--- src/common/kbd_pkg.sv ---
package kbd_pkg;

    // scan code and ascii character width
    localparam int CODE_W = 8;

    // set 2 codes the decoder acts on
    typedef enum logic [CODE_W-1:0] {
        SC_LALT   = 8'h11,
        SC_LSHIFT = 8'h12,
        SC_LCTRL  = 8'h14,
        SC_CAPS   = 8'h58,
        SC_RSHIFT = 8'h59,
        SC_EXTEND = 8'hE0,
        SC_BREAK  = 8'hF0
    } scan_code_t;

    typedef enum logic [1:0] {
        ST_IDLE,
        ST_BREAK,     // F0 seen
        ST_EXT,       // E0 seen
        ST_EXT_BREAK  // E0 F0 seen
    } dec_state_t;

    // start bit is sent first and held in bit 0
    typedef struct packed {
        logic              stop;
        logic              parity;
        logic [CODE_W-1:0] data;
        logic              start;
    } ps2_frame_t;

endpackage

--- src/common/key_event_if.sv ---
`timescale 1ns/1ps

interface key_event_if;
    import kbd_pkg::*;

    logic              valid;            // one-cycle press strobe
    logic [CODE_W-1:0] code;
    logic              shift;
    logic              caps;
    logic              alt_ctrl_active;

    modport src (output valid, output code, output shift, output caps, output alt_ctrl_active);
    modport dst (input valid, input code, input shift, input caps, input alt_ctrl_active);

endinterface

--- src/ps2/ps2_rx.sv ---
`timescale 1ns/1ps

module ps2_rx (
    input  logic                       clk,
    input  logic                       rst,
    input  logic                       i_ps2_clk,
    input  logic                       i_ps2_data,
    output logic                       o_code_valid,
    output logic [kbd_pkg::CODE_W-1:0] o_code
);
    import kbd_pkg::*;

    localparam int FRAME_W = $bits(ps2_frame_t);

    logic [2:0] clk_sync;
    logic [1:0] data_sync;
    logic       fall_q;
    logic [3:0] bit_cnt;
    logic       last_bit;
    logic       frame_ok;
    ps2_frame_t shift_q;
    ps2_frame_t frame;

    always_ff @(posedge clk or posedge rst) begin
        if (rst) begin
            clk_sync  <= 3'b111;  // lines idle high
            data_sync <= 2'b11;
            fall_q    <= 1'b0;
        end else begin
            clk_sync  <= {clk_sync[1:0], i_ps2_clk};
            data_sync <= {data_sync[0], i_ps2_data};
            fall_q    <= clk_sync[2] & ~clk_sync[1];
        end
    end

    // data is held for a full half period, so the sync delay is harmless
    assign frame    = ps2_frame_t'({data_sync[1], shift_q[FRAME_W-1:1]});
    assign last_bit = (bit_cnt == 4'(FRAME_W - 1));
    assign frame_ok = !frame.start && frame.stop && (^{frame.data, frame.parity});

    always_ff @(posedge clk or posedge rst) begin
        if (rst) begin
            bit_cnt      <= '0;
            o_code_valid <= 1'b0;
        end else begin
            o_code_valid <= 1'b0;
            if (fall_q) begin
                if (last_bit) begin
                    bit_cnt      <= '0;
                    o_code_valid <= frame_ok;  // bad frames vanish here
                end else begin
                    bit_cnt <= bit_cnt + 4'd1;
                end
            end
        end
    end

    always_ff @(posedge clk) begin
        if (fall_q) begin
            shift_q <= frame;
        end
        if (fall_q && last_bit && frame_ok) begin
            o_code <= frame.data;
        end
    end

    a_single_strobe : assert property (
        @(posedge clk) disable iff (rst) o_code_valid |=> !o_code_valid
    );

endmodule

--- src/verilog/ascii_map.sv ---
`timescale 1ns/1ps

module ascii_map (
    input  logic                       clk,
    input  logic                       rst,
    key_event_if.dst                   ev,
    output logic                       o_ascii_valid,
    output logic [kbd_pkg::CODE_W-1:0] o_ascii
);
    import kbd_pkg::*;

    typedef enum logic [1:0] {
        K_NONE,
        K_LETTER,  // case follows shift xor caps
        K_SYMBOL   // shifted form follows shift only
    } char_kind_t;

    typedef struct packed {
        char_kind_t        kind;
        logic [CODE_W-1:0] lo;
        logic [CODE_W-1:0] hi;
    } map_ent_t;

    map_ent_t          ent;
    logic              upper;
    logic [CODE_W-1:0] ch;

    // us layout
    always_comb begin
        case (ev.code)
            8'h1c:   ent = '{K_LETTER, "a", "A"};
            8'h32:   ent = '{K_LETTER, "b", "B"};
            8'h21:   ent = '{K_LETTER, "c", "C"};
            8'h23:   ent = '{K_LETTER, "d", "D"};
            8'h24:   ent = '{K_LETTER, "e", "E"};
            8'h2b:   ent = '{K_LETTER, "f", "F"};
            8'h34:   ent = '{K_LETTER, "g", "G"};
            8'h33:   ent = '{K_LETTER, "h", "H"};
            8'h43:   ent = '{K_LETTER, "i", "I"};
            8'h3b:   ent = '{K_LETTER, "j", "J"};
            8'h42:   ent = '{K_LETTER, "k", "K"};
            8'h4b:   ent = '{K_LETTER, "l", "L"};
            8'h3a:   ent = '{K_LETTER, "m", "M"};
            8'h31:   ent = '{K_LETTER, "n", "N"};
            8'h44:   ent = '{K_LETTER, "o", "O"};
            8'h4d:   ent = '{K_LETTER, "p", "P"};
            8'h15:   ent = '{K_LETTER, "q", "Q"};
            8'h2d:   ent = '{K_LETTER, "r", "R"};
            8'h1b:   ent = '{K_LETTER, "s", "S"};
            8'h2c:   ent = '{K_LETTER, "t", "T"};
            8'h3c:   ent = '{K_LETTER, "u", "U"};
            8'h2a:   ent = '{K_LETTER, "v", "V"};
            8'h1d:   ent = '{K_LETTER, "w", "W"};
            8'h22:   ent = '{K_LETTER, "x", "X"};
            8'h35:   ent = '{K_LETTER, "y", "Y"};
            8'h1a:   ent = '{K_LETTER, "z", "Z"};
            8'h45:   ent = '{K_SYMBOL, "0", ")"};
            8'h16:   ent = '{K_SYMBOL, "1", "!"};
            8'h1e:   ent = '{K_SYMBOL, "2", "@"};
            8'h26:   ent = '{K_SYMBOL, "3", "#"};
            8'h25:   ent = '{K_SYMBOL, "4", "$"};
            8'h2e:   ent = '{K_SYMBOL, "5", "%"};
            8'h36:   ent = '{K_SYMBOL, "6", "^"};
            8'h3d:   ent = '{K_SYMBOL, "7", "&"};
            8'h3e:   ent = '{K_SYMBOL, "8", "*"};
            8'h46:   ent = '{K_SYMBOL, "9", "("};
            8'h0e:   ent = '{K_SYMBOL, 8'h60, "~"};  // backtick
            8'h4e:   ent = '{K_SYMBOL, "-", "_"};
            8'h55:   ent = '{K_SYMBOL, "=", "+"};
            8'h54:   ent = '{K_SYMBOL, "[", "{"};
            8'h5b:   ent = '{K_SYMBOL, "]", "}"};
            8'h5d:   ent = '{K_SYMBOL, "\\", "|"};
            8'h4c:   ent = '{K_SYMBOL, ";", ":"};
            8'h52:   ent = '{K_SYMBOL, "'", "\""};
            8'h41:   ent = '{K_SYMBOL, ",", "<"};
            8'h49:   ent = '{K_SYMBOL, ".", ">"};
            8'h4a:   ent = '{K_SYMBOL, "/", "?"};
            8'h29:   ent = '{K_SYMBOL, " ", " "};  // space ignores the flags
            default: ent = '{K_NONE, 8'h00, 8'h00};
        endcase
    end

    assign upper = (ent.kind == K_LETTER) ? (ev.shift ^ ev.caps) : ev.shift;
    assign ch    = upper ? ent.hi : ent.lo;

    always_ff @(posedge clk or posedge rst) begin
        if (rst) begin
            o_ascii_valid <= 1'b0;
            o_ascii       <= '0;
        end else begin
            o_ascii_valid <= ev.valid && (ent.kind != K_NONE);
            if (ev.valid && (ent.kind != K_NONE)) begin
                o_ascii <= ch;
            end
        end
    end

    a_follows_event : assert property (
        @(posedge clk) disable iff (rst) o_ascii_valid |-> $past(ev.valid)
    );

    // decoder must present clean flags with each event
    a_event_known : assert property (
        @(posedge clk) disable iff (rst)
        ev.valid |-> !$isunknown({ev.code, ev.shift, ev.caps, ev.alt_ctrl_active})
    );

endmodule

--- src/verilog/kbd_top.sv ---
`timescale 1ns/1ps

module kbd_top #(
    parameter int RELEASE_CNT_W = 8
) (
    input  logic                       clk,
    input  logic                       rst,
    input  logic                       i_ps2_clk,
    input  logic                       i_ps2_data,
    output logic                       o_ascii_valid,
    output logic [kbd_pkg::CODE_W-1:0] o_ascii,
    output logic                       o_ctrl,
    output logic                       o_alt,
    output logic                       o_shift,
    output logic                       o_caps,
    output logic [RELEASE_CNT_W-1:0]   o_release_cnt
);
    import kbd_pkg::*;

    logic              code_valid;
    logic [CODE_W-1:0] code;

    key_event_if u_ev_if ();

    ps2_rx u_ps2_rx (
        .clk          (clk),
        .rst          (rst),
        .i_ps2_clk    (i_ps2_clk),
        .i_ps2_data   (i_ps2_data),
        .o_code_valid (code_valid),
        .o_code       (code)
    );

    key_decoder #(
        .RELEASE_CNT_W (RELEASE_CNT_W)
    ) u_key_decoder (
        .clk           (clk),
        .rst           (rst),
        .i_code_valid  (code_valid),
        .i_code        (code),
        .ev            (u_ev_if.src),
        .o_ctrl        (o_ctrl),
        .o_alt         (o_alt),
        .o_shift       (o_shift),
        .o_caps        (o_caps),
        .o_release_cnt (o_release_cnt)
    );

    ascii_map u_ascii_map (
        .clk           (clk),
        .rst           (rst),
        .ev            (u_ev_if.dst),
        .o_ascii_valid (o_ascii_valid),
        .o_ascii       (o_ascii)
    );

endmodule

--- src/verilog/key_decoder.sv ---
`timescale 1ns/1ps

module key_decoder #(
    parameter int RELEASE_CNT_W = 8
) (
    input  logic                       clk,
    input  logic                       rst,
    input  logic                       i_code_valid,
    input  logic [kbd_pkg::CODE_W-1:0] i_code,
    key_event_if.src                   ev,
    output logic                       o_ctrl,
    output logic                       o_alt,
    output logic                       o_shift,
    output logic                       o_caps,
    output logic [RELEASE_CNT_W-1:0]   o_release_cnt
);
    import kbd_pkg::*;

    dec_state_t state_q;
    scan_code_t sc;

    assign sc = scan_code_t'(i_code);

    // flags are stable whenever a press event fires
    assign ev.shift           = o_shift;
    assign ev.caps            = o_caps;
    assign ev.alt_ctrl_active = o_ctrl | o_alt;

    always_ff @(posedge clk or posedge rst) begin
        if (rst) begin
            state_q       <= ST_IDLE;
            ev.valid      <= 1'b0;
            o_ctrl        <= 1'b0;
            o_alt         <= 1'b0;
            o_shift       <= 1'b0;
            o_caps        <= 1'b0;
            o_release_cnt <= '0;
        end else begin
            ev.valid <= 1'b0;
            if (i_code_valid) begin
                case (state_q)
                    ST_IDLE: begin
                        case (sc)
                            SC_BREAK:              state_q <= ST_BREAK;
                            SC_EXTEND:             state_q <= ST_EXT;
                            SC_LCTRL:              o_ctrl <= 1'b1;
                            SC_LALT:               o_alt <= 1'b1;
                            SC_LSHIFT, SC_RSHIFT:  o_shift <= 1'b1;
                            SC_CAPS:               o_caps <= ~o_caps;  // repeats toggle too
                            default:               ev.valid <= 1'b1;
                        endcase
                    end
                    ST_BREAK: begin
                        o_release_cnt <= o_release_cnt + RELEASE_CNT_W'(1);
                        case (sc)
                            SC_LCTRL:              o_ctrl <= 1'b0;
                            SC_LALT:               o_alt <= 1'b0;
                            SC_LSHIFT, SC_RSHIFT:  o_shift <= 1'b0;
                            default:               ;
                        endcase
                        state_q <= ST_IDLE;
                    end
                    ST_EXT: begin
                        // extended press is swallowed
                        state_q <= (sc == SC_BREAK) ? ST_EXT_BREAK : ST_IDLE;
                    end
                    ST_EXT_BREAK: begin
                        o_release_cnt <= o_release_cnt + RELEASE_CNT_W'(1);
                        state_q       <= ST_IDLE;
                    end
                    default: state_q <= ST_IDLE;
                endcase
            end
        end
    end

    always_ff @(posedge clk) begin
        if (i_code_valid) begin
            ev.code <= i_code;
        end
    end

    a_state_legal : assert property (
        @(posedge clk) disable iff (rst)
        !$isunknown(state_q) && (state_q inside {ST_IDLE, ST_BREAK, ST_EXT, ST_EXT_BREAK})
    );

endmodule
--- config.mk ---
export PLATFORM = sky130hd
export DESIGN_NAME = kbd_top
export DESIGN_NICKNAME = d
export VERILOG_FILES = /design/src/common/kbd_pkg.sv /design/src/common/key_event_if.sv /design/src/ps2/ps2_rx.sv /design/src/verilog/ascii_map.sv /design/src/verilog/kbd_top.sv /design/src/verilog/key_decoder.sv
export SDC_FILE = /design/constraint.sdc
export NUM_CORES = 1
export LEC_CHECK = 0
export BUFFER_PORTS_ARGS = -buffer_cell sky130_fd_sc_hd__buf_2
export CORE_AREA = 2 2 93 95
export CTS_CLUSTER_DIAMETER = 80
export DETAILED_ROUTE_END_ITERATION = 7
export DIE_AREA = 0 0 95 97
export PLACE_DENSITY = 0.81
export SLEW_MARGIN = 20
export SYNTH_ARGS = -nofsm -noshare
export SYNTH_HDL_FRONTEND = slang
export SYNTH_SLANG_ARGS = --single-unit
--- constraint.sdc ---
create_clock -name clk -period 3 [get_ports clk]
set_clock_uncertainty 0.1 [all_clocks]
set_input_delay 0.6 -clock clk [delete_from_list [all_inputs] [get_ports clk]]
set_output_delay 0.6 -clock clk [all_outputs]
set_load 0.01 [all_outputs]
==> reports/results.ini, run 1 <==
[clocking]
later_pin_clock_latency_in_the_skew_report_ns = 0.36
cts.repair_timing.setup_buffer_count = 0
tritoncts.num_buffers = 9
post_cts_resize_count = 0
clk_pin_slew_ns = 0.09
cts_root_buffer = clkbuf_8
cts_max_path_buffers = 2
clkSinkCount = 76
tritoncts = built
holdBufCountCts = 0
htreeDepth = 3

[pwr]
max-vdd-ir-drop_v = 0.000387
internal_power_uw = 1480
power.leakage_uw = 0.00201
p_per_area_mw_per_mm2 = 419
clockPowerShare_pct = 36.0
share_comb_of_total_power_pct = 7.2
power.sequential.fraction_pct = 56.8
switching_share_pct = 26.9
netSwitchingPower_uw = 545

[timing]
final.min_clock_period_ns = 2.67
postLayoutSetupSlackWorst_ns = 0.331
hold_viol_final = 0
final_cycle_share_pct = 89.0
setup_repair_after_global_routing_missed_its_margin = no
max_transition_margin_pct = 36.4
setup_violations = 0
setup_total_negative_slack_ns = 0
timing.final.max_slew_violations = 0
hold_slack_ns = 0.210
maxClockFrequency_mhz = 375
worst-slew-pin-transition_ns = 0.950

[drt]
antenna_nets_post_route = 0
detail_route.iter0.violations = 315
drt_drc_violations_left = 0
length_of_the_first_detailed_routing_pass_in_iterations = 5
avgRoutedWirePerCell_um = 19.3
total_via_count_in_the_routed_design = 3722
vias_per_cell = 6.21
detail_route.wirelength_mm = 11.6

[layout]
final_nets = 505
antennaDiodeCount = 0
utilization_pct = 59.5
stdcell_area_mm2 = 0.00484
final_layout_size_suffix_gt1_share_pct = 17.8
syn_to_final_growth_pct = 9.63

[synth]
synth_enable_flop_cells = 26
syn_avg_cell_area_um2 = 9.65
yosys_register_bits = 76
postSynth.asyncResetShare_pct = 44.7
count_of_unique_library_cells_instantiated_by_yosys = 74
netlist_area_mm2 = 0.00442
fraction_of_post_synthesis_cell_area_in_the_top_cell_type_by_area_pct = 17.7
ys_warn_count = 0
yosysSeqAreaShare_pct = 44.3
synth.area.top_cells = edfxtp_1 18%, dfrtp_1 16%, dfxtp_1 7.3%, nand2_1 5.2%, o21ai_0 4.6%
yosysTopAreaCell = edfxtp_1
ys.flop_type = dfrtp_1
postSynthNetCount = 474
post_synth_inst_count = 458

[critical_path]
required_ns = 3.20
critPathKind = flip-flop to flip-flop
worst-path-max-fanout = 23
cp-end-kind = flip-flop
worstSetupStartpointType = flip-flop
crit_arrival_ns = 2.87

[die]
row_count = 33
die_height_um = 97
area_of_the_die_mm2 = 0.00922
placeableCoreArea_mm2 = 0.00813
initial_utilization_pct = 54.3
ios = 25
die_w_um = 95

[place]
placed_cell_area_mm2 = 0.00466
final_wtd_congestion = 0.986
portBuffers = 23
preCtsSetupSlack_ns = 0.422
dp_hpwl_mm = 8.52

[global_routing]
grt_first_pass_wirelength_mm = 19.0
first_global_vias = 3669
grt_max_degree = 35
total_global_route_track_usage_pct = 26.5
grt-ovfl-total = 0
grt_antenna_before_repair = 0

[hold_path]
worstHoldPathType = input port to asynchronous set/reset pin

[job]
max_cap_violations = 0

[outcome]
run_status = finished clean

cell usage in the layout, fill, tap and decap left out, types with 3 or more instances in the layout:
cell type,n
inv_6,3
and3_1,3
xor2_1,5
a21oi_1,30
nand2_1,61
ha_1,12
dfstp_2,5
o221ai_1,3
dfrtp_1,29
a211oi_1,5
buf_2,23
buf_4,22
nor2_1,29
nand2b_1,6
edfxtp_1,26
o31ai_1,3
o22ai_1,5
nor3b_1,3
inv_1,12
o21ai_0,41
a31oi_1,6
nor2b_1,6
mux2_2,4
mux2i_1,12
mux2i_4,5
o211ai_1,7
dfxtp_1,16
o21ai_1,6
nor3_1,6
clkbuf_8,9
xnor2_1,17
nand3_1,17
routing by layer:
| layer | routed length [um] | track usage, % | vias to the layer above |
|---|---|---|---|
| met5 | 0 | 0 | - |
| met4 | 305 | 9.70 | 0 |
| met3 | 687 | 4.91 | 33 |
| met2 | 5840 | 44.0 | 175 |
| met1 | 4720 | 34.3 | 1783 |
| li1 | - | - | 1731 |
cell usage after synthesis (2+ instances only):
library cell and n:
buf_4 6, inv_1 12, mux2i_4 5, mux2_2 4, nor3_1 6, and4_1 2, nand3b_1 2, mux2i_1 12
nor4_1 2, o221ai_1 3, o31ai_1 3, o21ai_0 41, and2_1 2, a221o_1 2, o21ai_1 6, a22o_1 2
dfxtp_1 16, clkbuf_1 7, edfxtp_1 26, xor2_1 5, buf_2 7, a211oi_1 5, and3_1 3, ha_1 12
nand2_1 61, dfstp_2 5, nor2_2 2, nand3_1 17, xnor2_1 17, o22ai_1 5, nand2b_1 6, o32ai_1 2
a32oi_1 2, a22oi_1 2, nor2_1 29, buf_6 4, dfrtp_1 29, a31oi_1 6, nor2b_1 6, a32o_1 2
nor3b_1 3, a21oi_1 30, mux2_4 2, o211ai_1 7
area by class of cell:
| cell class | count | area, um2 |
|---|---|---|
| tap | 105 | 131 |
| clock inverter | 7 | 56.3 |
| timing repair buffer | 45 | 280 |
| fill | 705 | 3290 |
| sequential | 76 | 1960 |
| clock buffer | 9 | 124 |
| inverter | 15 | 60.1 |
| multi-input combinational | 342 | 2230 |
kinds of logic (layout without fill, tap and decap cells):
family                   Yosys count  count (layout)  share of synthesized area (%)
other                              1               1                         0.0849
multiplexers                      24              24                           7.48
AO/OA/AOI/OAI                    136             136                           19.7
buffers and inverters             40              76                           5.13
adder cells (fa/ha/maj)           12              12                           3.40
flip-flops                        76              76                           44.3
AND/OR/NAND/NOR                  147             147                           15.5
XOR/XNOR                          22              22                           4.36
critical path, stage by stage (launching register included):
cell       delay (ns)
dfrtp_1          0.49
buf_4            0.26
mux2i_4          0.22
inv_4            0.23
buf_4            0.25
nand2_1          0.13
a2111oi_2        0.51
a21boi_1         0.27
a311o_1          0.15
worst paths after layout:
check / slack, ns / to / cells after the start / startpoint
worst max-delay path: 0.33 / flip-flop / 8 / u_ps2_rx.o_code_valid$_DFF_PP0_
worst min-delay path: 0.21 / u_key_decoder.state_q[1]$_DFFE_PP0P_ / 3 / rst
worst max register to register: 0.33 / flip-flop / 8 / u_ps2_rx.o_code_valid$_DFF_PP0_
worst min register to register: 0.26 / u_ps2_rx.clk_sync[1]$_DFF_PP1_ / 0 / u_ps2_rx.clk_sync[0]$_DFF_PP1_
max in group asynchronous: 2.25 / u_ps2_rx.data_sync[0]$_DFF_PP1_ / 3 / rst
min in group clk: 0.23 / u_ps2_rx.clk_sync[0]$_DFF_PP1_ / 1 / i_ps2_clk
through the flow:
step           cells  total power (uW)
6_report         599              2030
5_1_grt          599              2110
4_1_cts          599              2040
3_5_place_dp     583              1320
3_3_place_gp     583              1310
2_1_floorplan    458              1270
power by group through the flow:
stage               clock network [uW]  registers (uW)  logic (uW)
floorplan                            0            1160         110
global placement                     0            1170         142
detailed placement                   0            1170         147
CTS                                743            1150         147
global route                       786            1160         168
finish                             730            1150         147
(Power assumes the default switching activity.)
==> run 2, diff against run 1 <==
Settings changed: REMOVE_ABC_BUFFERS set to 1.
==> run 2 against run 1 <==
Cell count up 0.50%. Clock power grew 13%. Design area increased by 1.1%. Die area did not move. Routed wire length is 4.1% higher. Critical path depth shrank 1. Largest cell class unchanged. Power is 4.5% higher. Count of clock-buffer cells in the layout rose by 1. Non-clock buffer count is 3 higher. Global-route usage increased by 1.2 points. Via count grew 0.38%.
==> reports/results.ini, run 2 (synthesis results as in run 1) <==
[drt]
vias_per_cell = 6.21  ; -0.12%
avgRoutedWirePerCell_um = 20.0  ; +3.6%
detail_route.iter0.violations = 403  ; +28%
detail_route.wirelength_mm = 12.0  ; +4.1%
length_of_the_first_detailed_routing_pass_in_iterations = 5  ; unchanged
drt_drc_violations_left = 0  ; unchanged
total_via_count_in_the_routed_design = 3736  ; +0.38%
antenna_nets_post_route = 0  ; unchanged

[clocking]
cts_root_buffer = clkbuf_8
tritoncts = built
tritoncts.num_buffers = 9  ; unchanged
clk_pin_slew_ns = 0.09  ; about the same
htreeDepth = 3  ; unchanged
holdBufCountCts = 0  ; unchanged
cts.repair_timing.setup_buffer_count = 0  ; unchanged
later_pin_clock_latency_in_the_skew_report_ns = 0.35  ; about the same
cts_max_path_buffers = 2  ; unchanged
clkSinkCount = 76  ; unchanged
post_cts_resize_count = 0  ; unchanged

[critical_path]
worst-path-max-fanout = 23  ; unchanged
crit_start = u_ps2_rx.o_code_valid$_DFF_PP0_
required_ns = 3.12  ; -0.08 ns
cp-end-kind = flip-flop
worstReg2RegStart = u_ps2_rx.o_code_valid$_DFF_PP0_
critPathKind = flip-flop to flip-flop
crit_arrival_ns = 2.83  ; -0.04 ns
worst_r2r_path_depth = 7  ; -1
timing.reg2reg.setup_slack_ns = 0.29  ; -0.04 ns
worstSetupStartpointType = flip-flop

[global_routing]
total_global_route_track_usage_pct = 27.8  ; +1.2 points
grt_max_degree = 24  ; -31%
grt_antenna_before_repair = 0  ; unchanged
grt-ovfl-total = 0  ; unchanged
grt_first_pass_wirelength_mm = 19.6  ; +3.2%
first_global_vias = 3717  ; +1.3%

[place]
final_wtd_congestion = 1.06  ; +7.4%
numPlacedInstances = 585  ; +0.34%
portBuffers = 23  ; unchanged
dp_hpwl_mm = 8.84  ; +3.7%

[timing]
hold_viol_final = 0  ; unchanged
timing.final.max_slew_violations = 0  ; unchanged
worst-slew-pin-transition_ns = 0.664  ; -0.286 ns
setup_total_negative_slack_ns = 0  ; unchanged
setup_repair_after_global_routing_missed_its_margin = no
maxClockFrequency_mhz = 369  ; -1.6%
max_transition_margin_pct = 54.8  ; +18 points
setup_violations = 0  ; unchanged
final_cycle_share_pct = 90.4  ; +1.5 points
final.min_clock_period_ns = 2.71  ; +0.0439 ns
hold_slack_ns = 0.186  ; -0.0243 ns

[pwr]
power.leakage_uw = 0.00204  ; +1.4%
max-vdd-ir-drop_v = 0.000351  ; -9.5%
p_per_area_mw_per_mm2 = 433  ; +3.4%

[die]
die_height_um = 97  ; unchanged
area_of_the_die_mm2 = 0.00922  ; unchanged
initial_utilization_pct = 54.3  ; unchanged
ios = 25  ; unchanged
die_w_um = 95  ; unchanged
row_count = 33  ; unchanged
placeableCoreArea_mm2 = 0.00813  ; unchanged

[outcome]
run_status = finished clean

[layout]
syn_to_final_growth_pct = 10.8
layout_common_cells = 61 x nand2_1, 41 x o21ai_0, 30 x a21oi_1
antennaDiodeCount = 0  ; unchanged
final_nets = 508  ; +0.59%
layout.cells.non_filler = 602  ; +0.50%
final_layout_size_suffix_gt1_share_pct = 18.3  ; +0.50 points
fill_cell_instance_count_of_the_final_layout = 701  ; -0.57%
layout_commonest_cell = nand2_1

[hold_path]
worstHoldPathType = input port to asynchronous set/reset pin

[job]
max_cap_violations = 0  ; unchanged

-- run 2: power breakdown --
group | switching [uW] | leakage [uW] | total [uW] | internal (uW)
sequential | 38.3 | 0.000819 | 1150 | 1110
clock | 406 | 0.000108 | 822 | 416
combinational | 89.1 | 0.00111 | 147 | 57.9
-- run 2: worst max-delay path, cell delays in order (launching register included) --
cell and delay [ns]:
dfrtp_1 0.50, buf_4 0.37, mux2_2 0.56, nor2_1 0.23
nand2_1 0.11, o21ai_0 0.11, a221oi_1 0.43, o211ai_1 0.16
-- run 2: layer usage --
layer | up-vias | wire length [um] | global-route usage (%) | share of wire, %
li1 | 1726 | - | - | -
met1 | 1798 | 5010 | 37.2 | 42
met2 | 170 | 5780 | 43.8 | 48
met3 | 42 | 755 | 5.14 | 6.3
met4 | 0 | 481 | 11.9 | 4.0
met5 | - | 0 | 0 | 0
-- run 2: how the worst min path moves through the flow --
stage                                   startpoint                          endpoint  slack [ns]  cells after the start
floorplan           u_ps2_rx.clk_sync[0]$_DFF_PP1_    u_ps2_rx.clk_sync[1]$_DFF_PP1_        0.25                      0
global placement    u_ps2_rx.clk_sync[0]$_DFF_PP1_    u_ps2_rx.clk_sync[1]$_DFF_PP1_        0.25                      0
detailed placement  u_ps2_rx.clk_sync[0]$_DFF_PP1_    u_ps2_rx.clk_sync[1]$_DFF_PP1_        0.25                      0
CTS                                            rst  u_key_decoder.o_ctrl$_DFFE_PP0P_        0.19                      2
global route                             i_ps2_clk    u_ps2_rx.clk_sync[0]$_DFF_PP1_        0.22                      1
finish                                         rst  u_key_decoder.o_ctrl$_DFFE_PP0P_        0.19                      2
-- run 2: metrics by stage --
step / total power (uW) / util (%) / setup slack, ns / cell area [um2]
CTS: 2130 / 60.1 / 0.364 / 4890
floorplan: 1270 / - / -0.244 / 4250
global route: 2210 / 60.2 / 0.165 / 4900
detailed placement: 1320 / 57.5 / 0.374 / 4680
finish: 2120 / 60.2 / 0.287 / 4900
global placement: 1310 / 57.5 / 0.355 / 4680
-- run 2: cell type report --
type / instances / area (um2) / area share [%]
Multi-Input combinational cell: 342 / 2230 / 45.6
Sequential cell: 76 / 1960 / 40.0
Timing Repair Buffer: 48 / 303 / 6.18
Clock buffer: 10 / 138 / 2.81
Tap cell: 105 / 131 / 2.68
Clock inverter: 6 / 72.6 / 1.48
Inverter: 15 / 60.1 / 1.23
